**src/design/cpuPkg.sv**
```systemverilog
// widths, opcodes, ALU operation codes and instruction field helpers
// opcodes follow the LEGv8 encodings, immediate forms ignore opcode bit 0
// ALU immediates are zero-extended, data offsets are sign-extended
`default_nettype none

package cpuPkg;

  localparam int xlen    = 64;
  localparam int instrW  = 32;
  localparam int regIdxW = 5;
  localparam int pcStep  = 4;

  typedef logic [xlen-1:0]    wordT;
  typedef logic [regIdxW-1:0] regIdxT;
  typedef logic [instrW-1:0]  instrT;

  // reads as zero, writes dropped
  localparam regIdxT zeroReg = 5'd31;

  // register-register forms
  localparam logic [10:0] opAdd  = 11'b10001011000;
  localparam logic [10:0] opSub  = 11'b11001011000;
  localparam logic [10:0] opAnd  = 11'b10001010000;
  localparam logic [10:0] opOrr  = 11'b10101010000;
  localparam logic [10:0] opEor  = 11'b11001010000;
  // immediate forms, bit 0 is don't care
  localparam logic [10:0] opAddi = 11'b10010001000;
  localparam logic [10:0] opSubi = 11'b11010001000;
  localparam logic [10:0] opAndi = 11'b10010010000;
  localparam logic [10:0] opOrri = 11'b10110010000;
  localparam logic [10:0] opEori = 11'b11010010000;
  // data transfer
  localparam logic [10:0] opLdur = 11'b11111000010;
  localparam logic [10:0] opStur = 11'b11111000000;

  typedef enum logic [2:0] {
    aluAdd = 3'd0,
    aluSub = 3'd1,
    aluAnd = 3'd2,
    aluOrr = 3'd3,
    aluEor = 3'd4
  } aluOpE;

  // field extraction
  function automatic logic [10:0] opcodeOf(instrT i);
    return i[31:21];
  endfunction

  function automatic regIdxT rmOf(instrT i);
    return i[20:16];
  endfunction

  function automatic regIdxT rnOf(instrT i);
    return i[9:5];
  endfunction

  function automatic regIdxT rdOf(instrT i);
    return i[4:0];
  endfunction

  // 12-bit ALU immediate, zero-extended
  function automatic wordT aluImmOf(instrT i);
    return {{(xlen-12){1'b0}}, i[21:10]};
  endfunction

  // 9-bit data offset, sign-extended
  function automatic wordT offsetOf(instrT i);
    return {{(xlen-9){i[20]}}, i[20:12]};
  endfunction

endpackage

`default_nettype wire
```
**src/design/stageIfs.sv**
```systemverilog
// inter-stage buses of the pipeline, no handshake
// valid is a level marking a real instruction in the stage
// src side is the registered output of the earlier stage
`timescale 1ns/100ps
`default_nettype none

interface idExBus;
  import cpuPkg::*;

  logic   valid;
  aluOpE  aluOp;
  // register values, opB carries store data for STUR
  wordT   opA;
  wordT   opB;
  // extended immediate or data offset
  wordT   imm;
  logic   useImm;
  logic   isLoad;
  logic   isStore;
  regIdxT rd;

  modport src (
    output valid, aluOp, opA, opB, imm, useImm, isLoad, isStore, rd
  );

  modport dst (
    input valid, aluOp, opA, opB, imm, useImm, isLoad, isStore, rd
  );
endinterface


`default_nettype wire

```
**src/design/decodeStage.sv**
```systemverilog
// opcode decode, operand read and ID/EX register
// no hazard detection and no forwarding
// an instruction sees writes from three or more slots earlier only
// unknown opcodes drop valid and so act as no-ops
`timescale 1ns/100ps
`default_nettype none

module decodeStage (
  input  logic           clk,
  input  logic           rstN,
  input  cpuPkg::instrT  fetchedInstr,
  input  logic           fetchedValid,
  input  logic           wbEn,
  input  cpuPkg::regIdxT wbIdx,
  input  cpuPkg::wordT   wbData,
  idExBus.src            idEx
);
  import cpuPkg::*;

  logic [10:0] opcode;
  regIdxT      rnIdx;
  regIdxT      rmIdx;
  regIdxT      rdIdx;
  regIdxT      rdIdxB;
  wordT        rdDataA;
  wordT        rdDataB;
  wordT        immVal;
  aluOpE       aluOp;
  logic        useImm;
  logic        isLoad;
  logic        isStore;
  logic        known;

  assign opcode = opcodeOf(fetchedInstr);
  assign rnIdx  = rnOf(fetchedInstr);
  assign rmIdx  = rmOf(fetchedInstr);
  assign rdIdx  = rdOf(fetchedInstr);

  always_comb begin
    known   = 1'b1;
    aluOp   = aluAdd;
    useImm  = 1'b0;
    isLoad  = 1'b0;
    isStore = 1'b0;
    case (opcode)
      opAdd: aluOp = aluAdd;
      opSub: aluOp = aluSub;
      opAnd: aluOp = aluAnd;
      opOrr: aluOp = aluOrr;
      opEor: aluOp = aluEor;
      // address is base plus offset, always an add
      opLdur: isLoad = 1'b1;
      opStur: isStore = 1'b1;
      default: begin
        // immediate forms match on the upper ten bits
        useImm = 1'b1;
        case (opcode[10:1])
          opAddi[10:1]: aluOp = aluAdd;
          opSubi[10:1]: aluOp = aluSub;
          opAndi[10:1]: aluOp = aluAnd;
          opOrri[10:1]: aluOp = aluOrr;
          opEori[10:1]: aluOp = aluEor;
          default: known = 1'b0;
        endcase
      end
    endcase
  end

  // offset for data transfer, zero-extended imm12 otherwise
  assign immVal = (isLoad || isStore) ? offsetOf(fetchedInstr) : aluImmOf(fetchedInstr);

  // store data comes from the rd field
  assign rdIdxB = isStore ? rdIdx : rmIdx;

  regFile u_regFile (
    .clk    (clk),
    .rstN   (rstN),
    .rdIdxA (rnIdx),
    .rdIdxB (rdIdxB),
    .rdDataA(rdDataA),
    .rdDataB(rdDataB),
    .wrEn   (wbEn),
    .wrIdx  (wbIdx),
    .wrData (wbData)
  );

  // ID/EX control
  always_ff @(posedge clk) begin
    if (!rstN) begin
      idEx.valid   <= 1'b0;
      idEx.isLoad  <= 1'b0;
      idEx.isStore <= 1'b0;
    end else begin
      idEx.valid   <= fetchedValid && known;
      idEx.isLoad  <= isLoad;
      idEx.isStore <= isStore;
    end
  end

  // ID/EX payload
  always_ff @(posedge clk) begin
    idEx.aluOp  <= aluOp;
    idEx.opA    <= rdDataA;
    idEx.opB    <= rdDataB;
    idEx.imm    <= immVal;
    idEx.useImm <= useImm;
    idEx.rd     <= rdIdx;
  end

endmodule

`default_nettype wire

```
**src/design/regFile.sv**
```systemverilog
// 31 x 64-bit register file, index 31 reads zero and ignores writes
// writes on the rising edge
// a same-cycle read of the written index returns the new data
`timescale 1ns/100ps
`default_nettype none

module regFile (
  input  logic           clk,
  input  logic           rstN,
  input  cpuPkg::regIdxT rdIdxA,
  input  cpuPkg::regIdxT rdIdxB,
  output cpuPkg::wordT   rdDataA,
  output cpuPkg::wordT   rdDataB,
  input  logic           wrEn,
  input  cpuPkg::regIdxT wrIdx,
  input  cpuPkg::wordT   wrData
);
  import cpuPkg::*;

  wordT regs [0:30];
  logic wrLive;

  // writes to the zero register never land
  assign wrLive = wrEn && (wrIdx != zeroReg);

  always_ff @(posedge clk) begin
    if (!rstN) begin
      for (int i = 0; i < 31; i++) begin
        regs[i] <= '0;
      end
    end else if (wrLive) begin
      regs[wrIdx] <= wrData;
    end
  end

  // zero reg first, then bypass, then array
  always_comb begin
    if (rdIdxA == zeroReg) begin
      rdDataA = '0;
    end else if (wrLive && (wrIdx == rdIdxA)) begin
      rdDataA = wrData;
    end else begin
      rdDataA = regs[rdIdxA];
    end
  end

  always_comb begin
    if (rdIdxB == zeroReg) begin
      rdDataB = '0;
    end else if (wrLive && (wrIdx == rdIdxB)) begin
      rdDataB = wrData;
    end else begin
      rdDataB = regs[rdIdxB];
    end
  end

endmodule

`default_nettype wire

```
**src/flat_wrapper.sv**
```systemverilog
// flat-port wrapper written by rule: the top's interface ports become plain ports
module decodeStage_flat import cpuPkg::*;
  (clk, rstN, fetchedInstr, fetchedValid, wbEn, wbIdx, wbData, idEx_valid, idEx_aluOp, idEx_opA, idEx_opB, idEx_imm, idEx_useImm, idEx_isLoad, idEx_isStore, idEx_rd);
  idExBus idEx_i ();
  input  logic clk;
  input  logic rstN;
  input  cpuPkg::instrT fetchedInstr;
  input  logic fetchedValid;
  input  logic wbEn;
  input  cpuPkg::regIdxT wbIdx;
  input  cpuPkg::wordT wbData;
  output wire logic [$bits(idEx_i.valid)-1:0] idEx_valid;
  output wire logic [$bits(idEx_i.aluOp)-1:0] idEx_aluOp;
  output wire logic [$bits(idEx_i.opA)-1:0] idEx_opA;
  output wire logic [$bits(idEx_i.opB)-1:0] idEx_opB;
  output wire logic [$bits(idEx_i.imm)-1:0] idEx_imm;
  output wire logic [$bits(idEx_i.useImm)-1:0] idEx_useImm;
  output wire logic [$bits(idEx_i.isLoad)-1:0] idEx_isLoad;
  output wire logic [$bits(idEx_i.isStore)-1:0] idEx_isStore;
  output wire logic [$bits(idEx_i.rd)-1:0] idEx_rd;
  assign idEx_valid = idEx_i.valid;
  assign idEx_aluOp = idEx_i.aluOp;
  assign idEx_opA = idEx_i.opA;
  assign idEx_opB = idEx_i.opB;
  assign idEx_imm = idEx_i.imm;
  assign idEx_useImm = idEx_i.useImm;
  assign idEx_isLoad = idEx_i.isLoad;
  assign idEx_isStore = idEx_i.isStore;
  assign idEx_rd = idEx_i.rd;
  decodeStage u_core (.clk(clk), .rstN(rstN), .fetchedInstr(fetchedInstr), .fetchedValid(fetchedValid), .wbEn(wbEn), .wbIdx(wbIdx), .wbData(wbData), .idEx(idEx_i));
endmodule
```
**config.mk**
```make
export PLATFORM = sky130hd
export DESIGN_NAME = decodeStage_flat
export DESIGN_NICKNAME = d
export VERILOG_FILES = /design/src/design/cpuPkg.sv /design/src/design/stageIfs.sv /design/src/design/decodeStage.sv /design/src/design/regFile.sv /design/src/flat_wrapper.sv
export SDC_FILE = /design/constraint.sdc
export NUM_CORES = 2
export LEC_CHECK = 0
export BUFFER_PORTS_ARGS = -buffer_cell sky130_fd_sc_hd__buf_2
export CORE_MARGIN = 3
export CORE_UTILIZATION = 25
export DETAILED_ROUTE_END_ITERATION = 7
export GPL_ROUTABILITY_DRIVEN = 1
export HOLD_SLACK_MARGIN = 0.1
export PLACE_DENSITY_LB_ADDON = 0.08
export SYNTH_ARGS = -nofsm -noshare
export SYNTH_HDL_FRONTEND = slang
export SYNTH_SLANG_ARGS = --single-unit
```
**constraint.sdc**
```tcl
create_clock -name clk -period 7.8 [get_ports clk]
set_input_delay 0.39 -clock clk [delete_from_list [all_inputs] [get_ports clk]]
set_output_delay 0.39 -clock clk [all_outputs]
set_load 0.02 [all_outputs]
```
==> run metrics <==
status finished clean; f_max 211 MHz; Tcrit/Tclk final 60.8%; Fin. Hold Viols 0; 1st-iter DRT viols 9679; post-synthesis xor/xnor area fraction 0.0771%; Clock Skew 0.0379 ns; adder-cell share of the synthesized area 0%; H-tree depth 5; Nets 9148; Worst Path Max Fanout 42; Worst Path Required 8.66 ns; CP Capture Type flip-flop; first-pass GRT wire length 767 mm; Wirelength per Cell 37.5 µm; DRC Markers 0; VDD IR max 0.151 mV; post-route setup TNS 0 ns; Worst path max stage delay 0.63 ns; Post-synth EDFFs 2048; I/O Buffers 308; Synth Warn # 0; largest family of logic cells by synthesized area simple AND/OR/NAND/NOR gates; post-synthesis compound-gate area fraction 5.20%; register area share after synthesis 56.8%; fillers 45200; row count 246; Initial Utilization 25.2%; crit path buf inv count 6; Slew Limit Headroom 11.3%; min Tclk post-route 4.74 ns; Die Wd 680 µm; vias in the first global route 79700; DRT Wirelength 573 mm; RSZ-0062 raised after global routing no; Syn Std Cell Area 114000 µm²; Vias 80600; synth unique cells 55; Sink Count 2201; layout cells sized above 1 17.9%; detailed placement HPWL 313 mm; worst path cell trace dlygate4sd3_1 -> buf_2 -> or4b_4 -> nor4_4 -> buf_4 -> mux2i_4 -> buf_4 -> nand2_4 -> buf_12 -> buf_4 -> a21oi_1 -> nor3_1 -> a221oi_1 -> a21o_1; Slew @ Worst Pin 1.33 ns; critical path arrival 5.60 ns; Post-synth ARST share 0%; Hold Path Stages 3; most used cell along the critical path buf_4; Skew-Pair Late Insertion Delay 0.93 ns; CTS root buf clkbuf_16; Hold Crit Class in -> reg; Yosys reg bits 2201; syn_area_per_cell 12.7 µm²; Post-CTS Resized 0; largest net degree at the start of global routing 120; setup violators final 0; ys flop type edfxtp_1; Reg clk slew, reported paths 0.05 ns; R2R setup slack 5.03 ns; post-DR vias/cell 5.27; Reg2Reg Capture Point u_core.idEx.opA[42]; I/O pins 309; RD Place Congestion 0.795; worst r2r path cells 4; multi-input combinational cell area 46100 µm²; Leak Pwr 47.0 nW; post-synthesis mux area share 16.8%; Pins Over Slew Limit 0; Worst Setup EP u_core.idEx.opB[54]; initial antenna violation count 100; total gr overflow 0; die area 462000 µm²; Sequential Area 64600 µm²; Top delay family on crit path buffers and inverters; Crit path depth 14; number of CTS-inserted buffers 294; remaining antenna violation count 0; CTS tree yes; Critical Path Start fetchedInstr[30]; Worst path slowest cell mux2i_4; GRT Resource Usage Total 24.3%; Clock Tree Buf Depth 4; Max-cap violations 0; Simple-Gate Fraction of Synth Area 17.6%; P&R area growth vs syn 16.6%; critical path class in -> reg; Critical Path Start Type input port; Core ar. 451000 µm²; power density over the cells 234 nW/µm²; DIE HEIGHT 680 µm; Initial DRT Pass Iterations 6; Reg2Reg Launch Point u_core.u_regFile.regs[29][42]; hold_ws 0.176 ns; cell count after synthesis 8973
## layer usage
| layer | track usage [%] | part of all wire, % | vias up |
|---|---|---|---|
| met5 | 0 | 0.012 | - |
| met4 | 6.51 | 2.8 | 10 |
| met3 | 3.37 | 6.9 | 732 |
| met2 | 40.4 | 48 | 3990 |
| met1 | 33.0 | 43 | 42700 |
| li1 | - | - | 33200 |
## cells by family after synthesis
logic type | Yosys count
AND/OR/NAND/NOR | 3749
flip-flops | 2201
multiplexers | 1124
AO/OA/AOI/OAI | 949
buffers and inverters | 939
XOR/XNOR | 10
other | 1
## sequential cells by signal, summed over array words and instances (netlist names)
signal,flops
u_core.u_regFile.regs,2048
u_core.idEx.isLoad,1
u_core.idEx.opB,64
u_core.idEx.rd,5
u_core.idEx.aluOp,3
u_core.idEx.opA,64
u_core.idEx.useImm,1
u_core.idEx.valid,1
u_core.idEx.imm,13
u_core.idEx.isStore,1
## power breakdown
part           switching, mW  total [mW]  leakage [nW]  internal (mW)
Sequential             0.445        14.1          20.8           13.6
Clock                   5.68        13.2          4.38           7.48
Combinational           2.50        3.75          21.8           1.25
Total                   8.63        31.0          47.0           22.4
## how the worst min path moves through the flow
stage / start / slack [ns] / end
6_report: wbEn / 0.18 / u_core.idEx.opA[8]
3_3_place_gp: fetchedInstr[4] / 0.59 / u_core.idEx.rd[4]
4_1_cts: fetchedInstr[4] / 0.10 / u_core.idEx.rd[4]
3_5_place_dp: fetchedInstr[4] / 0.59 / u_core.idEx.rd[4]
5_1_grt: wbEn / 0.16 / u_core.idEx.opA[8]
2_1_floorplan: fetchedInstr[20] / 0.42 / u_core.idEx.imm[10]
## worst register-to-register path, delay by kind of cell (launching register included)
kind            cells  cell delay, ns
mux                 3            1.86
compound gates      1            0.33
flops               1            0.40
## Yosys cell counts, drive strengths merged (3+ instances only)
master,count,area [µm²]
a21oi,425,2130
nand2,1173,4410
a2111oi,48,420
mux2i,497,4970
a31oi,3,18.8
buf,263,1440
nand2b,15,93.8
a22o,26,228
nor4,103,659
xnor2,6,52.6
and3,53,332
dfxtp,153,3060
o22ai,205,1280
nand4,26,163
nand3,208,1040
nor2,108,405
mux4,622,14000
xor2,4,35.0
a221oi,63,552
a211oi,87,653
and2,1986,12400
nor3,37,185
or4,8,60.1
o31ai,6,45.0
or2,4,25.0
o32ai,4,35.0
clkbuf,672,2520
o21ai,33,165
a21o,34,255
edfxtp,2048,61500
nor2b,20,125
inv,3,11.3
a22oi,6,45.0
mux2,5,56.3
## through the flow
stage	area, µm²	setup WS (ns)	power, mW	util, %	cells
final	132000	3.06	31.0	29.4	15300
after global routing	132000	2.97	32.0	29.3	15200
after CTS	132000	3.16	31.4	29.3	15200
after detailed placement	122000	2.65	18.1	27.1	14600
after global placement	122000	2.67	18.1	27.1	14600
after floorplan	114000	1.39	16.2	-	9036
## cell usage in the layout (no fill, tap or decap), types with 8 or more instances in the layout
master / instances
o21ai_4: 27
or4_1: 8
a21oi_1: 425
diode_2: 67
dfxtp_1: 153
buf_12: 62
nor2b_1: 20
conb_1: 64
dlygate4sd3_1: 96
clkbuf_16: 302
clkinv_2: 37
nand3_1: 208
clkbuf_8: 20
nand4_1: 26
clkbuf_1: 98
mux2i_1: 491
o22ai_1: 205
a211oi_1: 84
buf_2: 302
buf_4: 181
nand2b_1: 10
and2_1: 1985
nor3_1: 36
and3_1: 50
nor2_1: 74
clkinv_1: 48
nor2_4: 34
a2111oi_0: 48
a221oi_1: 63
nand2_1: 1165
inv_6: 9
mux4_2: 622
edfxtp_1: 2048
nor4_1: 102
a21o_1: 34
a22o_1: 26
## layout make-up
cell class,count,share of cell area (%)
well taps,5952,5.63
repair buffers,646,3.89
diodes,67,0.127
clock inverters,112,0.593
flip-flops and latches,2201,48.8
multi-input cells,5896,34.8
inverters,4,0.0113
clock buffers,419,6.18
## what timing repair did
action / CTS / global route
hold buffers: 96 / 0
setup buffers: 0 / 0
endpoints found under the hold margin: 1237 / 0
setup endpoints to repair: 0 / 0
(Power assumes the default switching activity.)
