==> src/design/cpuPkg.sv <==
// widths, opcodes, ALU operation codes and instruction field helpers
// opcodes follow the LEGv8 encodings, immediate forms ignore opcode bit 0
// ALU immediates are zero-extended, data offsets are sign-extended
`default_nettype none

package cpuPkg;

  localparam int xlen    = 64;
  localparam int instrW  = 32;
  localparam int regIdxW = 5;
  localparam int pcStep  = 4;

  typedef logic [xlen-1:0]    wordT;
  typedef logic [regIdxW-1:0] regIdxT;
  typedef logic [instrW-1:0]  instrT;

  // reads as zero, writes dropped
  localparam regIdxT zeroReg = 5'd31;

  // register-register forms
  localparam logic [10:0] opAdd  = 11'b10001011000;
  localparam logic [10:0] opSub  = 11'b11001011000;
  localparam logic [10:0] opAnd  = 11'b10001010000;
  localparam logic [10:0] opOrr  = 11'b10101010000;
  localparam logic [10:0] opEor  = 11'b11001010000;
  // immediate forms, bit 0 is don't care
  localparam logic [10:0] opAddi = 11'b10010001000;
  localparam logic [10:0] opSubi = 11'b11010001000;
  localparam logic [10:0] opAndi = 11'b10010010000;
  localparam logic [10:0] opOrri = 11'b10110010000;
  localparam logic [10:0] opEori = 11'b11010010000;
  // data transfer
  localparam logic [10:0] opLdur = 11'b11111000010;
  localparam logic [10:0] opStur = 11'b11111000000;

  typedef enum logic [2:0] {
    aluAdd = 3'd0,
    aluSub = 3'd1,
    aluAnd = 3'd2,
    aluOrr = 3'd3,
    aluEor = 3'd4
  } aluOpE;

  // field extraction
  function automatic logic [10:0] opcodeOf(instrT i);
    return i[31:21];
  endfunction

  function automatic regIdxT rmOf(instrT i);
    return i[20:16];
  endfunction

  function automatic regIdxT rnOf(instrT i);
    return i[9:5];
  endfunction

  function automatic regIdxT rdOf(instrT i);
    return i[4:0];
  endfunction

  // 12-bit ALU immediate, zero-extended
  function automatic wordT aluImmOf(instrT i);
    return {{(xlen-12){1'b0}}, i[21:10]};
  endfunction

  // 9-bit data offset, sign-extended
  function automatic wordT offsetOf(instrT i);
    return {{(xlen-9){i[20]}}, i[20:12]};
  endfunction

endpackage

`default_nettype wire
==> src/design/stageIfs.sv <==
// inter-stage buses of the pipeline, no handshake
// valid is a level marking a real instruction in the stage
// src side is the registered output of the earlier stage
`timescale 1ns/100ps
`default_nettype none

interface idExBus;
  import cpuPkg::*;

  logic   valid;
  aluOpE  aluOp;
  // register values, opB carries store data for STUR
  wordT   opA;
  wordT   opB;
  // extended immediate or data offset
  wordT   imm;
  logic   useImm;
  logic   isLoad;
  logic   isStore;
  regIdxT rd;

  modport src (
    output valid, aluOp, opA, opB, imm, useImm, isLoad, isStore, rd
  );

  modport dst (
    input valid, aluOp, opA, opB, imm, useImm, isLoad, isStore, rd
  );
endinterface

interface exMemBus;
  import cpuPkg::*;

  logic   valid;
  // ALU result, or the address for loads and stores
  wordT   result;
  wordT   storeData;
  regIdxT rd;
  logic   isLoad;
  logic   isStore;

  modport src (
    output valid, result, storeData, rd, isLoad, isStore
  );

  modport dst (
    input valid, result, storeData, rd, isLoad, isStore
  );
endinterface

`default_nettype wire

==> src/design/executeStage.sv <==
// operand select, ALU and EX/MEM register
// loads and stores always add imm to the base register
// add and sub share a single adder
`timescale 1ns/100ps
`default_nettype none

module executeStage (
  input  logic clk,
  input  logic rstN,
  idExBus.dst  idEx,
  exMemBus.src exMem
);
  import cpuPkg::*;

  logic  isMem;
  logic  doSub;
  wordT  opSel;
  wordT  addIn;
  wordT  sum;
  wordT  aluOut;
  aluOpE op;

  assign isMem = idEx.isLoad || idEx.isStore;

  // memory ops force the offset and an add
  assign opSel = (idEx.useImm || isMem) ? idEx.imm : idEx.opB;
  assign op    = isMem ? aluAdd : idEx.aluOp;

  // subtract as a + ~b + 1
  assign doSub = (op == aluSub);
  assign addIn = doSub ? ~opSel : opSel;
  assign sum   = idEx.opA + addIn + wordT'(doSub);

  always_comb begin
    case (op)
      aluAnd: aluOut = idEx.opA & opSel;
      aluOrr: aluOut = idEx.opA | opSel;
      aluEor: aluOut = idEx.opA ^ opSel;
      default: aluOut = sum;
    endcase
  end

  // EX/MEM control
  always_ff @(posedge clk) begin
    if (!rstN) begin
      exMem.valid   <= 1'b0;
      exMem.isLoad  <= 1'b0;
      exMem.isStore <= 1'b0;
    end else begin
      exMem.valid   <= idEx.valid;
      exMem.isLoad  <= idEx.isLoad;
      exMem.isStore <= idEx.isStore;
    end
  end

  // EX/MEM payload, store data is the raw opB
  always_ff @(posedge clk) begin
    exMem.result    <= aluOut;
    exMem.storeData <= idEx.opB;
    exMem.rd        <= idEx.rd;
  end

endmodule

`default_nettype wire

==> src/flat_wrapper.sv <==
// flat-port wrapper written by rule: the top's interface ports become plain ports
module executeStage_flat import cpuPkg::*;
  (clk, rstN, idEx_valid, idEx_aluOp, idEx_opA, idEx_opB, idEx_imm, idEx_useImm, idEx_isLoad, idEx_isStore, idEx_rd, exMem_valid, exMem_result, exMem_storeData, exMem_rd, exMem_isLoad, exMem_isStore);
  idExBus idEx_i ();
  exMemBus exMem_i ();
  input  logic clk;
  input  logic rstN;
  input wire logic [$bits(idEx_i.valid)-1:0] idEx_valid;
  input wire logic [$bits(idEx_i.aluOp)-1:0] idEx_aluOp;
  input wire logic [$bits(idEx_i.opA)-1:0] idEx_opA;
  input wire logic [$bits(idEx_i.opB)-1:0] idEx_opB;
  input wire logic [$bits(idEx_i.imm)-1:0] idEx_imm;
  input wire logic [$bits(idEx_i.useImm)-1:0] idEx_useImm;
  input wire logic [$bits(idEx_i.isLoad)-1:0] idEx_isLoad;
  input wire logic [$bits(idEx_i.isStore)-1:0] idEx_isStore;
  input wire logic [$bits(idEx_i.rd)-1:0] idEx_rd;
  output wire logic [$bits(exMem_i.valid)-1:0] exMem_valid;
  output wire logic [$bits(exMem_i.result)-1:0] exMem_result;
  output wire logic [$bits(exMem_i.storeData)-1:0] exMem_storeData;
  output wire logic [$bits(exMem_i.rd)-1:0] exMem_rd;
  output wire logic [$bits(exMem_i.isLoad)-1:0] exMem_isLoad;
  output wire logic [$bits(exMem_i.isStore)-1:0] exMem_isStore;
  assign idEx_i.valid = idEx_valid;
  assign idEx_i.aluOp = idEx_aluOp;
  assign idEx_i.opA = idEx_opA;
  assign idEx_i.opB = idEx_opB;
  assign idEx_i.imm = idEx_imm;
  assign idEx_i.useImm = idEx_useImm;
  assign idEx_i.isLoad = idEx_isLoad;
  assign idEx_i.isStore = idEx_isStore;
  assign idEx_i.rd = idEx_rd;
  assign exMem_valid = exMem_i.valid;
  assign exMem_result = exMem_i.result;
  assign exMem_storeData = exMem_i.storeData;
  assign exMem_rd = exMem_i.rd;
  assign exMem_isLoad = exMem_i.isLoad;
  assign exMem_isStore = exMem_i.isStore;
  executeStage u_core (.clk(clk), .rstN(rstN), .idEx(idEx_i), .exMem(exMem_i));
endmodule
==> config.mk <==
export PLATFORM = sky130hd
export DESIGN_NAME = executeStage_flat
export DESIGN_NICKNAME = d
export VERILOG_FILES = /design/src/design/cpuPkg.sv /design/src/design/stageIfs.sv /design/src/design/executeStage.sv /design/src/flat_wrapper.sv
export SDC_FILE = /design/constraint.sdc
export NUM_CORES = 1
export LEC_CHECK = 0
export BUFFER_PORTS_ARGS = -buffer_cell sky130_fd_sc_hd__buf_2
export CAP_MARGIN = 20
export CELL_PAD_IN_SITES_DETAIL_PLACEMENT = 0
export CELL_PAD_IN_SITES_GLOBAL_PLACEMENT = 1
export CORE_MARGIN = 4
export CORE_UTILIZATION = 25
export CTS_BUF_LIST = sky130_fd_sc_hd__clkbuf_16
export CTS_CLUSTER_DIAMETER = 50
export DETAILED_ROUTE_END_ITERATION = 8
export GPL_ROUTABILITY_DRIVEN = 1
export GPL_TIMING_DRIVEN = 1
export PLACE_DENSITY = 0.63
export SYNTH_ARGS = -nofsm -noshare
export SYNTH_HDL_FRONTEND = slang
export SYNTH_SLANG_ARGS = --single-unit
==> constraint.sdc <==
create_clock -name clk -period 10.6 [get_ports clk]
set_input_delay 2.12 -clock clk [delete_from_list [all_inputs] [get_ports clk]]
set_output_delay 2.12 -clock clk [all_outputs]
set_load 0.01 [all_outputs]
==> results of run 1 <==
-- worst min path at each step --
| stage | from | end | slack, ns | cells past startpoint |
|---|---|---|---|---|
| global placement | idEx_rd[2] | u_core.exMem.rd[2] | 2.22 | 1 |
| detailed placement | idEx_rd[2] | u_core.exMem.rd[2] | 2.22 | 1 |
| CTS | idEx_rd[2] | u_core.exMem.rd[2] | 1.69 | 1 |
| floorplan | idEx_rd[0] | u_core.exMem.rd[0] | 2.15 | 0 |
| finish | idEx_rd[2] | u_core.exMem.rd[2] | 1.74 | 1 |
| global route | idEx_rd[3] | u_core.exMem.rd[3] | 1.70 | 1 |
-- state kept, by name, summed over array words and instances (netlist names) --
| signal | count |
|---|---|
| u_core.exMem.result | 64 |
| u_core.exMem.storeData | 64 |
| u_core.exMem.rd | 5 |
| u_core.exMem.isLoad | 1 |
| u_core.exMem.isStore | 1 |
| u_core.exMem.valid | 1 |
-- metal layers --
layer,up-vias,wire (um),global-route usage [%]
li1,5767,-,-
met1,5483,19800,21.4
met2,339,20800,28.2
met3,40,2860,4.34
met4,4,637,4.54
met5,-,22,0
-- through the flow --
step	area, um2	hold WS, ns	setup slack, ns
final	14700	1.74	4.03
after global routing	14700	1.70	3.74
after CTS	14700	1.69	4.05
after detailed placement	14100	2.22	3.53
after global placement	14100	2.22	3.52
after floorplan	11900	2.15	4.74
-- cells in the final DEF (no fill, tap or decap), drive strengths merged, types with 5 or more instances in the layout --
cell	Yosys	layout
o21ai	83	83
a31oi	7	7
and2	8	8
o21a	13	13
nand3	19	19
clkbuf	72	17
o211ai	7	7
clkinv	0	8
o31ai	12	12
ha	192	192
nor2	111	111
buf	8	351
a22oi	51	51
dfxtp	136	136
o21bai	16	16
nor3	16	16
a221oi	8	8
nand4	29	29
a21oi	146	146
xnor2	30	30
or2	6	6
xor2	79	79
nand2	85	85
a211oi	6	6
a21o	35	35
inv	160	161
and3	5	5
mux2i	77	77
a2111oi	6	6
-- power by group --
part / switching [uW] / internal, uW / leakage [uW] / total, uW
Clock: 260 / 340 / 0.000265 / 601
Sequential: 31.2 / 598 / 0.00115 / 629
Combinational: 457 / 291 / 0.00567 / 748
Total: 748 / 1230 / 0.00708 / 1980
-- logic make-up after synthesis --
family                     count (synthesis)  share of synthesized area (%)
AOI/OAI and AO/OA                        418                           22.4
and+or+nand+nor                          308                           12.0
muxes                                     78                           6.59
xor gates and xnor gates                 109                           8.04
buffers and inverters                    240                           7.62
adders and majority gates                193                           20.4
DFF                                      136                           22.9
-- layout make-up --
type	instances	area, um2	area share (%)
Antenna cell	3	7.51	0.0510
Clock buffer	17	425	2.89
Clock inverter	14	134	0.910
Inverter	160	601	4.08
Multi-Input combinational cell	1106	8280	56.3
Sequential cell	136	2720	18.5
Tap cell	607	759	5.16
Timing Repair Buffer	351	1780	12.1
-- Yosys cell counts (8+ instances only) --
master	n
inv_1	160
a221oi_1	8
nand3_1	19
nor2_1	111
nand2_1	85
dfxtp_1	136
o21a_1	13
clkbuf_1	72
ha_1	192
mux2i_1	77
o21ai_0	81
and2_1	8
a22oi_1	51
nand4_1	29
o21bai_1	16
xnor2_1	30
nor3_1	16
a21o_1	35
xor2_1	79
a21oi_1	146
o31ai_1	11
==> flow_metrics.tcl, run 1 <==
set metrics [dict create \
    status "completed" \
    cts-resized-gates 0 \
    ys_async_sr_fraction_pct 0 \
    vias 11600 \
    drtIter0Drc 606 \
    slowest_stage "or4_1" \
    crit_family "compound AO/OA/AOI/OAI gates" \
    drtPass1Iterations 6 \
    path_class "primary input to register" \
    grt_pass1_wl_um 66100 \
    clock_tree.buffer_depth 2 \
    yosysTopAreaCell "dfxtp_1" \
    finalPower_uw 1980 \
    port_buffers 341 \
    clock-root-buffer "clkbuf_16" \
    synthFlopType "dfxtp_1" \
    wl_per_cell_um 18.4 \
    coreArea_mm2 0.0468 \
    die_area_mm2 0.0510 \
    rsz0062_at_grt "no" \
    track_usage_pct 16.8 \
    synth_top_area_share_pct 22.9 \
    maxSlewViolCount 0 \
    p_leak_uw 0.00708 \
    grt_pass1_vias 11500 \
    crit_start "idEx_aluOp[0]" \
    crit_buf_inv 2 \
    dp.cells 2360 \
    netlist_area_mm2 0.0119 \
    critical_path.max_fanout 46 \
    worstSetupStartpointType "primary input" \
    gp_congestion 0.870 \
    ant_nets 0 \
    syn_nets 1881 \
    cts_tree "yes" \
    critical_path.most_common_cell "buf_4" \
    grt_overflow 0 \
    io_pins 342 \
    cts_buffers 17 \
    fill_cells 5018 \
    antenna_found_initial 6 \
    grt_start_max_net_pins 84 \
    clock.fmax_mhz 152 \
    synth_area_leaders "dfxtp_1 (23%), ha_1 (20%), mux2i_1 (6.5%), a21oi_1 (6.2%), xor2_1 (5.8%)" \
    ys_seq_area_share_pct 22.9 \
    critPathCaptureType "register" \
    cts_hold_buf 0 \
    path_cells "buf_4 -> nor3b_1 -> nand2_4 -> buf_4 -> xor2_1 -> ha_1 -> nand2_1 -> or4_1 -> a311oi_1 -> o21ai_1 -> o311a_1 -> o21bai_1 -> xnor2_1 -> o21ai_0" \
    post-cts-setup-buffers 0 \
    critical_path_required_ns 10.97 \
    slew_headroom_pct 32.6 \
    final.setup.tns_ns 0 \
    fin_util_pct 31.5 \
    synth.distinct_cells 63 \
    dpl.hpwl_um 35200 \
    vias_per_cell 4.86 \
    h-tree-depth 4 \
    avgSynthCellArea_um2 8.01 \
    cts.sinks 136 \
    crit_end "u_core.exMem.result[48]" \
    layout_worst_path_cycle_share_pct 62.0 \
    max_cap_violations 0 \
    initial_core_util_pct 25.4 \
    worst-path-stages 14 \
    ir_drop_uv 95.3 \
    die_w_um 226 \
    min_period_ns 6.57 \
    clk_pin_slew_worst_paths_ns 0.07 \
    ys_seq_elements 136 \
    fin_cells 2394 \
    final_layout_size_suffix_gt1_share_pct 22.3 \
    hold_viol_final 0 \
    yosys_warnings 0 \
    area_delta_synth_final_pct 24.0 \
    arrival_ns 6.94 \
    synth_edf_count 0 \
    tightestPinTransition_ns 1.01 \
    power_density_mw_per_mm2 134 \
    hold_path_class "primary input to register" \
    setup_violations 0 \
    row_count 79 \
    netlist_instances 1482 \
    drt_wl_total_um 44100 \
    critPathMaxStageDelay_ns 0.57 \
    die_h_um 226 \
    drc 0 \
    nNetsFinal 2171 \
]
Power figures use the tool's default switching activity.
==> inputs of run 2 (changes only) <==
==> constraint.sdc (replaced) <==
create_clock -name clk -period 6.71 [get_ports clk]
set_input_delay 1.342 -clock clk [delete_from_list [all_inputs] [get_ports clk]]
set_output_delay 1.342 -clock clk [all_outputs]
set_load 0.01 [all_outputs]
==> run 2 against run 1 <==
Sequential power rose by 58%. Critical path depth is the same. Final cell count up 0.25%. Power rose by 59%. Die area unchanged. Clock power up 61%. Sequential cell count stayed put. Utilization increased by 0.14 points. Combinational power up 58%. Worst hold slack got worse by 0.78 ns. Cell area increased by 0.44%. Critical path type unchanged.
==> flow_metrics.tcl, run 2 (synthesis gave the netlist of run 1 again) <==
set metrics [dict create \
    fill_cells 5091 \
    coreArea_mm2 0.0468 \
    final_cell_mix "buf_2 (340), ha_1 (192), inv_1 (161)" \
    antenna_found_initial 7 \
    vias_per_cell 4.82 \
    grt_pass1_wl_um 67100 \
    area_delta_synth_final_pct 24.5 \
    die_area_mm2 0.0510 \
    final_layout_size_suffix_gt1_share_pct 22.6 \
    slowest_stage "or4_1" \
    ant_nets 0 \
    slew_headroom_pct 46.8 \
    arrival_ns 5.61 \
    max_cap_violations 0 \
    setup_ws_ns 1.40 \
    wl_per_cell_um 18.6 \
    track_usage_pct 17.2 \
    hold_path_class "primary input to register" \
    clk_pin_slew_worst_paths_ns 0.06 \
    seq_area_mm2 0.00272 \
    min_period_ns 5.31 \
    stdcell_area_mm2 0.0148 \
    grt_overflow 0 \
    power_density_mw_per_mm2 212 \
    grt_pass1_vias 11600 \
    drtPass1Iterations 5 \
    maxSlewViolCount 0 \
    worstSetupStartpointType "primary input" \
    io_pins 342 \
    clock.fmax_mhz 188 \
    die_h_um 226 \
    post-cts-setup-buffers 0 \
    cts.sinks 136 \
    die_w_um 226 \
    drc 0 \
    cts_tree "yes" \
    setup_violations 0 \
    pre_cts_ws_ns 0.867 \
    row_count 79 \
    critical_path_required_ns 7.01 \
    critical_path.max_fanout 24 \
    multi_input_area_mm2 0.00828 \
    drt_wl_total_um 44700 \
    hold_viol_final 0 \
    path_cells "buf_2 -> nor3b_1 -> nand2_4 -> buf_12 -> xor2_1 -> ha_1 -> nand2_1 -> or4_1 -> a311oi_1 -> o21ai_1 -> o311a_1 -> o21bai_1 -> xnor2_1 -> o21ai_0" \
    p_leak_uw 0.00712 \
    clock-root-buffer "clkbuf_16" \
    dp.cells 2364 \
    hold_slack_ns 0.969 \
    top_regs "u_core.exMem.result: 64 flops, u_core.exMem.storeData: 64 flops, u_core.exMem.rd: 5 flops" \
    crit_buf_inv 2 \
    path_class "primary input to register" \
    crit_family "simple AND/OR/NAND/NOR gates" \
    initial_core_util_pct 25.4 \
    critPathMaxStageDelay_ns 0.58 \
    nNetsFinal 2175 \
    clock_tree.buffer_depth 2 \
    tightestPinTransition_ns 0.797 \
    final_common_cell "buf_2" \
    gp_congestion 0.865 \
    layout_worst_path_cycle_share_pct 79.1 \
    dpl.hpwl_um 35500 \
    status "completed" \
    vias 11600 \
    critPathCaptureType "register" \
    grt_start_max_net_pins 69 \
    final.setup.tns_ns 0 \
    ir_drop_uv 186 \
    cts_hold_buf 0 \
    drtIter0Drc 584 \
    port_buffers 341 \
    rsz0062_at_grt "no" \
    fin_cells 2400 \
    placed_area_mm2 0.0142 \
    cts_buffers 17 \
    cts-resized-gates 0 \
    h-tree-depth 4 \
]
-- run 2: power by group --
| group | total [uW] | switching (uW) | leakage (uW) | internal (uW) |
|---|---|---|---|---|
| registers | 992 | 47.6 | 0.00115 | 944 |
| logic | 1180 | 716 | 0.00570 | 463 |
| clock network | 965 | 419 | 0.000271 | 545 |
| total | 3140 | 1180 | 0.00712 | 1950 |
-- run 2: cell type report --
cell class              instances  share of cell area, %
well taps                     607                   5.14
clock inverters                15                   1.04
diodes                          4                 0.0677
repair buffers                355                   12.4
flip-flops and latches        136                   18.4
clock buffers                  17                   2.88
inverters                     160                   4.06
multi-input cells            1106                   56.0
-- run 2: per-layer routing --
metal,wire [um],GRT usage [%],up-vias
met2,20800,28.6,341
met5,48,0,-
met4,1000,6.07,10
met3,3040,4.46,51
met1,19800,21.5,5396
li1,-,-,5780
-- run 2: metrics by stage --
| stage | power [uW] | util (%) |
|---|---|---|
| floorplan | 1720 | - |
| global placement | 2190 | 30.4 |
| detailed placement | 2200 | 30.4 |
| CTS | 3210 | 31.6 |
| global route | 3370 | 31.6 |
| finish | 3140 | 31.6 |
-- run 2: final timing paths --
kind                           from                 endpoint  slack (ns)  depth (start not counted)
worst max-delay path  idEx_aluOp[1]  u_core.exMem.result[48]        1.40                         14
worst min-delay path     idEx_rd[2]       u_core.exMem.rd[2]        0.97                          1
