File: config.mk
export PLATFORM = sky130hd
export DESIGN_NAME = memoryStage_flat
export DESIGN_NICKNAME = d
export VERILOG_FILES = /design/src/design/cpuPkg.sv /design/src/design/stageIfs.sv /design/src/design/memoryStage.sv /design/src/flat_wrapper.sv
export SDC_FILE = /design/constraint.sdc
export NUM_CORES = 1
export LEC_CHECK = 0
export BUFFER_PORTS_ARGS = -buffer_cell sky130_fd_sc_hd__buf_2
export CORE_AREA = 2 2 154 156
export CTS_CLUSTER_DIAMETER = 50
export CTS_CLUSTER_SIZE = 28
export DETAILED_ROUTE_END_ITERATION = 10
export DIE_AREA = 0 0 156 158
export SLEW_MARGIN = 10
export SYNTH_ARGS = -nofsm -noshare
export SYNTH_HDL_FRONTEND = slang
export SYNTH_SLANG_ARGS = --single-unit
File: constraint.sdc
create_clock -name clk -period 1.9 [get_ports clk]
set_input_delay 0.38 -clock clk [delete_from_list [all_inputs] [get_ports clk]]
set_output_delay 0.38 -clock clk [all_outputs]
set_load 0.02 [all_outputs]
File: src/design/cpuPkg.sv
// widths, opcodes, ALU operation codes and instruction field helpers
// opcodes follow the LEGv8 encodings, immediate forms ignore opcode bit 0
// ALU immediates are zero-extended, data offsets are sign-extended
`default_nettype none

package cpuPkg;

  localparam int xlen    = 64;
  localparam int instrW  = 32;
  localparam int regIdxW = 5;
  localparam int pcStep  = 4;

  typedef logic [xlen-1:0]    wordT;
  typedef logic [regIdxW-1:0] regIdxT;
  typedef logic [instrW-1:0]  instrT;

  // reads as zero, writes dropped
  localparam regIdxT zeroReg = 5'd31;

  // register-register forms
  localparam logic [10:0] opAdd  = 11'b10001011000;
  localparam logic [10:0] opSub  = 11'b11001011000;
  localparam logic [10:0] opAnd  = 11'b10001010000;
  localparam logic [10:0] opOrr  = 11'b10101010000;
  localparam logic [10:0] opEor  = 11'b11001010000;
  // immediate forms, bit 0 is don't care
  localparam logic [10:0] opAddi = 11'b10010001000;
  localparam logic [10:0] opSubi = 11'b11010001000;
  localparam logic [10:0] opAndi = 11'b10010010000;
  localparam logic [10:0] opOrri = 11'b10110010000;
  localparam logic [10:0] opEori = 11'b11010010000;
  // data transfer
  localparam logic [10:0] opLdur = 11'b11111000010;
  localparam logic [10:0] opStur = 11'b11111000000;

  typedef enum logic [2:0] {
    aluAdd = 3'd0,
    aluSub = 3'd1,
    aluAnd = 3'd2,
    aluOrr = 3'd3,
    aluEor = 3'd4
  } aluOpE;

  // field extraction
  function automatic logic [10:0] opcodeOf(instrT i);
    return i[31:21];
  endfunction

  function automatic regIdxT rmOf(instrT i);
    return i[20:16];
  endfunction

  function automatic regIdxT rnOf(instrT i);
    return i[9:5];
  endfunction

  function automatic regIdxT rdOf(instrT i);
    return i[4:0];
  endfunction

  // 12-bit ALU immediate, zero-extended
  function automatic wordT aluImmOf(instrT i);
    return {{(xlen-12){1'b0}}, i[21:10]};
  endfunction

  // 9-bit data offset, sign-extended
  function automatic wordT offsetOf(instrT i);
    return {{(xlen-9){i[20]}}, i[20:12]};
  endfunction

endpackage

`default_nettype wire
File: src/design/stageIfs.sv
// inter-stage buses of the pipeline, no handshake
// valid is a level marking a real instruction in the stage
// src side is the registered output of the earlier stage
`timescale 1ns/100ps
`default_nettype none


interface exMemBus;
  import cpuPkg::*;

  logic   valid;
  // ALU result, or the address for loads and stores
  wordT   result;
  wordT   storeData;
  regIdxT rd;
  logic   isLoad;
  logic   isStore;

  modport src (
    output valid, result, storeData, rd, isLoad, isStore
  );

  modport dst (
    input valid, result, storeData, rd, isLoad, isStore
  );
endinterface

`default_nettype wire

File: src/design/memoryStage.sv
// data port drive and MEM/WB register
// daddr, dataOut and the strobes are combinational from EX/MEM
// dataIn is sampled at the end of the load's memory cycle
// writeback outputs come straight from MEM/WB
`timescale 1ns/100ps
`default_nettype none

module memoryStage (
  input  logic           clk,
  input  logic           rstN,
  exMemBus.dst           exMem,
  output cpuPkg::wordT   daddr,
  output cpuPkg::wordT   dataOut,
  output logic           dataWrEn,
  output logic           dataRdEn,
  input  cpuPkg::wordT   dataIn,
  output logic           wbEn,
  output cpuPkg::regIdxT wbIdx,
  output cpuPkg::wordT   wbData
);
  import cpuPkg::*;

  // address is the ALU result
  assign daddr    = exMem.result;
  assign dataOut  = exMem.storeData;
  // strobes only for real instructions
  assign dataWrEn = exMem.valid && exMem.isStore;
  assign dataRdEn = exMem.valid && exMem.isLoad;

  // stores write no register
  always_ff @(posedge clk) begin
    if (!rstN) begin
      wbEn <= 1'b0;
    end else begin
      wbEn <= exMem.valid && !exMem.isStore;
    end
  end

  // loaded word or ALU result
  always_ff @(posedge clk) begin
    wbIdx  <= exMem.rd;
    wbData <= exMem.isLoad ? dataIn : exMem.result;
  end

endmodule

`default_nettype wire

File: src/flat_wrapper.sv
// flat-port wrapper written by rule: the top's interface ports become plain ports
module memoryStage_flat import cpuPkg::*;
  (clk, rstN, daddr, dataOut, dataWrEn, dataRdEn, dataIn, wbEn, wbIdx, wbData, exMem_valid, exMem_result, exMem_storeData, exMem_rd, exMem_isLoad, exMem_isStore);
  exMemBus exMem_i ();
  input  logic clk;
  input  logic rstN;
  output cpuPkg::wordT daddr;
  output cpuPkg::wordT dataOut;
  output logic dataWrEn;
  output logic dataRdEn;
  input  cpuPkg::wordT dataIn;
  output logic wbEn;
  output cpuPkg::regIdxT wbIdx;
  output cpuPkg::wordT wbData;
  input wire logic [$bits(exMem_i.valid)-1:0] exMem_valid;
  input wire logic [$bits(exMem_i.result)-1:0] exMem_result;
  input wire logic [$bits(exMem_i.storeData)-1:0] exMem_storeData;
  input wire logic [$bits(exMem_i.rd)-1:0] exMem_rd;
  input wire logic [$bits(exMem_i.isLoad)-1:0] exMem_isLoad;
  input wire logic [$bits(exMem_i.isStore)-1:0] exMem_isStore;
  assign exMem_i.valid = exMem_valid;
  assign exMem_i.result = exMem_result;
  assign exMem_i.storeData = exMem_storeData;
  assign exMem_i.rd = exMem_rd;
  assign exMem_i.isLoad = exMem_isLoad;
  assign exMem_i.isStore = exMem_isStore;
  memoryStage u_core (.clk(clk), .rstN(rstN), .exMem(exMem_i), .daddr(daddr), .dataOut(dataOut), .dataWrEn(dataWrEn), .dataRdEn(dataRdEn), .dataIn(dataIn), .wbEn(wbEn), .wbIdx(wbIdx), .wbData(wbData));
endmodule
==> impl_metrics.ini, run 1 <==
[synth]
ys_warn_count = 0
synth_cells = 272
yosys.area.top_type = dfxtp_1
synth.avg_cell_area_sq_um = 12.4
syn_nets = 474
netlist_top_cells_count = buf_4, dfxtp_1, mux2_4
ys_seq_elements = 70
syn-cell-area_sq_mm = 0.00336
synth_top_area_frac = 0.417
ys.flop_type = dfxtp_1
synth_edf_count = 0
async_flop_share = 0
synth_cell_types = 8
synthMostInstantiatedCell = buf_4
yosysSeqAreaShare = 0.417
synthTopCellsByArea = dfxtp_1, buf_4, mux2_4

[worst_setup_path]
cp-end-kind = output pin
crit_path_cell_trace = buf_4 > and2_1 > buf_2
arrival_ns = 0.96
cp_max_fo = 15
cp-start-kind = primary input
required_ns = 1.52
cp_slowest_stage_delay_ns = 0.25
critPathSlowestCell = buf_4
crit_type = primary input to output pin

[die]
die_x_microns = 156
start_util = 0.146
dieArea_sq_mm = 0.0246
fp.dieH_microns = 158
core_sq_mm = 0.0231
rows = 56
ioPinCount = 402

[global_route]
grt_pass1_wl_microns = 13000
antenna_found_initial = 0
grt_pass1_vias = 2074
overflow = 0
grt_use_total = 0.0770
grt_max_degree = 27

[finish]
post-route-cell-area_sq_mm = 0.00439
antenna_cells = 0
fin_cells = 717
syn_to_final_growth_pct = 30.6
fin_nets = 625
drive_gt1_frac = 0.829

[placement]
gp_congestion = 0.744
placed_area_sq_mm = 0.00410
hpwlAfterDp_microns = 8570
dp_worst_setup_slack_ns = 0.500
io_buffers = 273
placed_cells = 702

[outcome]
status = finished clean

[clock_tree]
postCtsHoldBufs = 0
root_buffer = clkbuf_16
htreeDepth = 3
tritoncts = yes
clock-sinks = 70
clkTransAtPathRegs_ns = 0.06
cts_buffers = 9
ctsResizeCount = 0
cts_max_path_buffers = 2
post-cts-setup-buffers = 0

[power_and_ir_drop]
p_per_area_mw_per_mm2 = 939
p_leak_uw = 0.00230
peakVddDrop_uv = 334

[timing]
hold_viol = 0
period_share = 0.704
worst_pin_slew_ns = 0.261
setup_tns_ns = 0
grt_setup_unrepaired = no
timing.hold.ws_ns = 0.143
relSlewSlack = 0.826
maxSlewViolCount = 0
setup_viol_count_final = 0
min_period_ns = 1.34
worst_slack_ns = 0.563
fmax_ghz = 0.748

[routing]
first_iter_violations = 73
via_count = 2290
post-route-drc-count = 0
drt-total-wl_microns = 10400
post_drt_via_cell_ratio = 3.19
post_drt_wl_per_cell_microns = 14.5
drt_first_pass_iters = 3
ant_nets = 0

[min_path]
holdCritPathClass = primary input to register

[run]
maxCapViolCount = 0
[placed cells by master (no fill, tap or decap)]
cell / n
buf_4: 1
buf_2: 272
and2_1: 2
bufinv_16: 1
dfxtp_1: 70
clkinv_4: 1
clkinv_2: 2
and3b_1: 1
clkbuf_16: 9
mux2_2: 15
buf_12: 2
mux2_4: 49
clkinvlp_4: 2
[flip-flops by register name, indices dropped and copies added, names as in the netlist]
| name | count |
|---|---|
| u_core.wbIdx | 5 |
| u_core.wbData | 64 |
| u_core.wbEn | 1 |
[layer usage]
metal | GRT usage | wire (microns) | up-vias
met3 | 0.0331 | 1110 | 46
met2 | 0.138 | 5410 | 174
met4 | 0.0603 | 486 | 0
met5 | 0 | 0 | -
met1 | 0.0678 | 3380 | 1013
li1 | - | - | 1057
[cell families (layout without fill, tap and decap cells)]
| group | count (synthesis) | after routing | share of synthesized area |
|---|---|---|---|
| mux | 64 | 64 | 0.269 |
| buf+inv | 135 | 290 | 0.308 |
| simple gates | 3 | 3 | 0.00633 |
| flops | 70 | 70 | 0.417 |
[final cells by class]
class,count,area (sq um)
Clock buffer,9,225
Clock inverter,6,63.8
Fill cell,2532,18700
Multi-Input combinational cell,67,926
Sequential cell,70,1400
Tap cell,290,363
Timing Repair Buffer,275,1410
[path summary, 6_finish.rpt]
check | start | endpoint | slack (ns) | cells after the start
worst max-delay path | exMem_isLoad | dataRdEn | 0.56 | 3
worst min-delay path | exMem_rd[0] | u_core.wbIdx[0] | 0.14 | 1
[power breakdown]
group	total (uW)	switching, uW	internal [uW]	leakage (uW)
logic	821	445	376	0.00157
registers	1610	29.6	1580	0.000590
clock network	1690	682	1010	0.000137
[worst max-delay path, delay by kind of cell]
kind                   cells  cell delay (ns)
buffers and inverters      2             0.41
AND/OR/NAND/NOR            1             0.17
[metrics by stage]
| step | power (uW) | utilization |
|---|---|---|
| floorplan | 2390 | - |
| finish | 4120 | 0.190 |
| CTS | 4240 | 0.190 |
| global route | 4330 | 0.190 |
| detailed placement | 2480 | 0.178 |
| global placement | 2470 | 0.178 |
(Power assumes the default switching activity.)
==> inputs of run 2 (changes only) <==
--- a/config.mk
+++ b/config.mk
@@ -6,11 +6,11 @@
 export NUM_CORES = 1
 export LEC_CHECK = 0
 export BUFFER_PORTS_ARGS = -buffer_cell sky130_fd_sc_hd__buf_2
-export CORE_AREA = 2 2 154 156
+export CORE_AREA = 2 2 156 158
 export CTS_CLUSTER_DIAMETER = 50
 export CTS_CLUSTER_SIZE = 28
 export DETAILED_ROUTE_END_ITERATION = 10
-export DIE_AREA = 0 0 156 158
+export DIE_AREA = 0 0 158 160
 export SLEW_MARGIN = 10
 export SYNTH_ARGS = -nofsm -noshare
 export SYNTH_HDL_FRONTEND = slang
==> constraint.sdc (replaced) <==
create_clock -name clk -period 1.3 [get_ports clk]
set_input_delay 0.26 -clock clk [delete_from_list [all_inputs] [get_ports clk]]
set_output_delay 0.26 -clock clk [all_outputs]
set_load 0.02 [all_outputs]
==> run 2 against run 1 <==
Compared with the run above: critical path depth fell by 2; highest routed layer unchanged; combinational power rose by 49%; via count rose by 1.9%; clock power rose by 47%; global-route usage fell by 0.14 points; sequential power rose by 47%; non-clock buffer count rose by 8; power rose by 47%.
==> impl_metrics.ini, run 2 (synthesis results as in run 1) <==
[worst_setup_path]
required_ns = 1.04
cp-end-kind = output pin
cp_max_fo = 1
cp-start-kind = register
cp_slowest_stage_delay_ns = 0.32
crit_type = register to output pin
crit_path_cell_trace = buf_2
crit_family = flip-flops
worst-path-buf-inv = 1
critPathSlowestCell = dfxtp_1
arrival_ns = 0.90

[clock_tree]
post-cts-setup-buffers = 0
cts_max_path_buffers = 2
clkTransAtPathRegs_ns = 0.07
clock-sinks = 70
cts_buffers = 9
tritoncts = yes
root_buffer = clkbuf_16
htreeDepth = 3

[timing]
timing.hold.ws_ns = 0.0337
maxSlewViolCount = 0
setup_viol_count_final = 0
worst_pin_slew_ns = 0.262
grt_setup_unrepaired = no
setup_tns_ns = 0
hold_viol = 0
period_share = 0.891
min_period_ns = 1.16
fmax_ghz = 0.863
relSlewSlack = 0.825

[routing]
drt_first_pass_iters = 3
post_drt_via_cell_ratio = 3.07
via_count = 2334
post-route-drc-count = 0
first_iter_violations = 48
drt-total-wl_microns = 10300
post_drt_wl_per_cell_microns = 13.6
ant_nets = 0

[placement]
gp_congestion = 0.740
io_buffers = 273
hpwlAfterDp_microns = 8770

[global_route]
grt_pass1_vias = 2198
grt_use_total = 0.0756
grt_max_degree = 32
overflow = 0
antenna_found_initial = 1
grt_pass1_wl_microns = 13200

[finish]
fin_util = 0.190
largest_registers = u_core.wbData: 64 flops, u_core.wbIdx: 5 flops, u_core.wbEn: 1 flops
drive_gt1_frac = 0.826
largest-register = u_core.wbData
final_cell_mix = buf_2, dfxtp_1, mux2_4
syn_to_final_growth_pct = 34.5
fin_nets = 633
largest_reg_flops = 64
final_common_cell = buf_2
antenna_cells = 0

[outcome]
status = finished clean

[min_path]
whs_path_depth = 1
hold_start = exMem_rd[3]
holdCritPathClass = primary input to register
worst_hold_path.endpoint = u_core.wbIdx[3]

[die]
fp.dieH_microns = 160
rows = 57
dieArea_sq_mm = 0.0253
start_util = 0.141
ioPinCount = 402
core_sq_mm = 0.0238
die_x_microns = 158

[run]
maxCapViolCount = 0

[power_and_ir_drop]
peakVddDrop_uv = 347
p_leak_uw = 0.00235
p_per_area_mw_per_mm2 = 1340
run 2: layout make-up:
class | instances | area, sq um
Clock buffer | 9 | 225
Sequential cell | 70 | 1400
Clock inverter | 7 | 73.8
Multi-Input combinational cell | 67 | 926
Fill cell | 2665 | 19300
Tap cell | 324 | 405
Timing Repair Buffer | 283 | 1490
run 2: timing repair:
action / in CTS / in global routing
hold buffers: 3 / 0
resized for setup: 0 / 0
hold endpoints to repair: 3 / 0
run 2: layer usage:
layer  routed length (microns)  track usage
met5                         0            0
met4                       598       0.0590
met3                      1260       0.0358
met2                      5370        0.141
met1                      3100       0.0579
run 2: how the worst max path moves through the flow:
stage,start,end,slack [ns],cells after the start
after global routing,u_core.wbData[62],wbData[62],0.10,1
after floorplan,exMem_isLoad,dataRdEn,0.25,3
after detailed placement,exMem_isLoad,u_core.wbData[60],0.12,4
final,u_core.wbData[62],wbData[62],0.14,1
after global placement,exMem_isLoad,u_core.wbData[60],0.15,4
after CTS,u_core.wbData[62],wbData[62],0.1,1
run 2: stage by stage:
stage          area, sq um  std cells  total power [uW]  setup slack [ns]
6_report              4520        760              6060             0.142
5_1_grt               4520        760              6370             0.101
4_1_cts               4520        760              6230            0.0951
3_5_place_dp          4190        741              3640             0.125
3_3_place_gp          4190        741              3620             0.148
2_1_floorplan         3360        272              3490             0.251
run 2: report_power, final:
group	leakage (uW)	internal [uW]	total (uW)	switching [uW]
clock network	0.000146	1490	2480	991
logic	0.00161	570	1220	648
registers	0.000590	2310	2360	43.5
==> inputs of run 3 (changes only) <==
--- a/config.mk
+++ b/config.mk
@@ -11,6 +11,7 @@
 export CTS_CLUSTER_SIZE = 28
 export DETAILED_ROUTE_END_ITERATION = 10
 export DIE_AREA = 0 0 158 160
+export PLACE_DENSITY = 0.48
 export SLEW_MARGIN = 10
 export SYNTH_ARGS = -nofsm -noshare
 export SYNTH_HDL_FRONTEND = slang
==> run 3 against run 2 <==
Compared with the run above: first-iteration DRC count is 33% higher; sequential power hardly changed; sequential cell count stayed put; non-clock buffer count is 5 lower; fmax down 0.12%; worst hold slack got worse by 0.012 ns; die area unchanged; via count up 0.39%; critical path depth is the same; core utilization fell by 0.20 points; sequential share of layout area up 0.34 points; worst setup slack got worse by 0.0014 ns; largest cell class unchanged.
==> impl_metrics.ini, run 3 (synthesis results as in run 1) <==
[global_route]
grt_pass1_wl_microns = 13700
grt_max_degree = 28
overflow = 0
grt_pass1_vias = 2229
grt_use_total = 0.0781
antenna_found_initial = 0

[clock_tree]
post-cts-setup-buffers = 0
tritoncts = yes
root_buffer = clkbuf_16
postCtsHoldBufs = 1
ctsResizeCount = 0
cts_max_path_buffers = 2
clock-sinks = 70
clkTransAtPathRegs_ns = 0.07
cts_buffers = 9
htreeDepth = 3

[timing]
min_period_ns = 1.16
worst_pin_slew_ns = 0.243
period_share = 0.892
grt_setup_unrepaired = no
setup_tns_ns = 0
fmax_ghz = 0.862
hold_viol = 0
relSlewSlack = 0.838
setup_viol_count_final = 0
maxSlewViolCount = 0

[die]
rows = 57
core_sq_mm = 0.0238
dieArea_sq_mm = 0.0253
fp.dieH_microns = 160
ioPinCount = 402
die_x_microns = 158
start_util = 0.141

[finish]
largest_reg_flops = 64
largest_registers = u_core.wbData: 64 flops, u_core.wbIdx: 5 flops, u_core.wbEn: 1 flops
final_cell_mix = buf_2, dfxtp_1, mux2_4
final_common_cell = buf_2
fin_cells = 755
post-route-cell-area_sq_mm = 0.00447
fin_nets = 628
antenna_cells = 0
syn_to_final_growth_pct = 33.1
largest-register = u_core.wbData
drive_gt1_frac = 0.828

[worst_setup_path]
cp-end-kind = output pin
crit_family = flip-flops
crit_path_cell_trace = buf_2
arrival_ns = 0.90
cp.depth = 1
cp-start-kind = register
critPathSlowestCell = dfxtp_1
required_ns = 1.04
worst-path-buf-inv = 1
startpoint = u_core.wbData[60]
cp_max_fo = 1
cp_slowest_stage_delay_ns = 0.35
crit_type = register to output pin

[power_and_ir_drop]
p_leak_uw = 0.00232
peakVddDrop_uv = 489
p_per_area_mw_per_mm2 = 1370
finalPower_uw = 6140

[outcome]
status = finished clean

[routing]
drt-total-wl_microns = 10700
drt_first_pass_iters = 2
post_drt_via_cell_ratio = 3.10
post-route-drc-count = 0
ant_nets = 0
first_iter_violations = 64
post_drt_wl_per_cell_microns = 14.2
via_count = 2343

[min_path]
hold_start = exMem_rd[4]
holdCritPathClass = primary input to register
whs_path_depth = 1

[placement]
placed_cells = 738
placed_area_sq_mm = 0.00416
io_buffers = 273
hpwlAfterDp_microns = 8880
gp_congestion = 0.721

[run]
maxCapViolCount = 0
==> run 3: changes by cell type in the layout (fill, tap and decap cells not counted), sizes merged <==
cell,before,now
clkinv,4,1
dlygate4sd3,3,1
buf,280,277
clkinvlp,1,2
inv,1,3
==> run 3: worst paths after layout <==
path / end / slack (ns)
setup / recovery: wbData[60] / 0.14
hold / removal: u_core.wbIdx[4] / 0.02
==> run 3: layout make-up <==
class | count | area, sq um
Clock inverter | 7 | 80.1
Clock buffer | 9 | 225
Sequential cell | 70 | 1400
Fill cell | 2680 | 19300
Timing Repair Buffer | 278 | 1430
Tap cell | 324 | 405
Multi-Input combinational cell | 67 | 926
==> run 3: stage by stage <==
stage	setup slack (ns)	utilization	hold slack, ns
floorplan	0.251	-	0.288
detailed placement	0.0990	0.174	0.364
global placement	0.108	0.174	0.364
finish	0.140	0.188	0.0221
CTS	0.0608	0.188	0.000447
global route	0.0795	0.188	0.00489
==> run 3: layer usage <==
layer	vias to the layer above	wire (microns)	track usage
li1	1064	-	-
met1	1047	3360	0.0648
met2	187	5610	0.147
met3	45	1260	0.0326
met4	0	454	0.0528
met5	-	0	0
==> run 3: report_power, final <==
part	internal [uW]	switching, uW
combinational	556	649
sequential	2310	40.2
clock	1510	1070
total	4380	1760
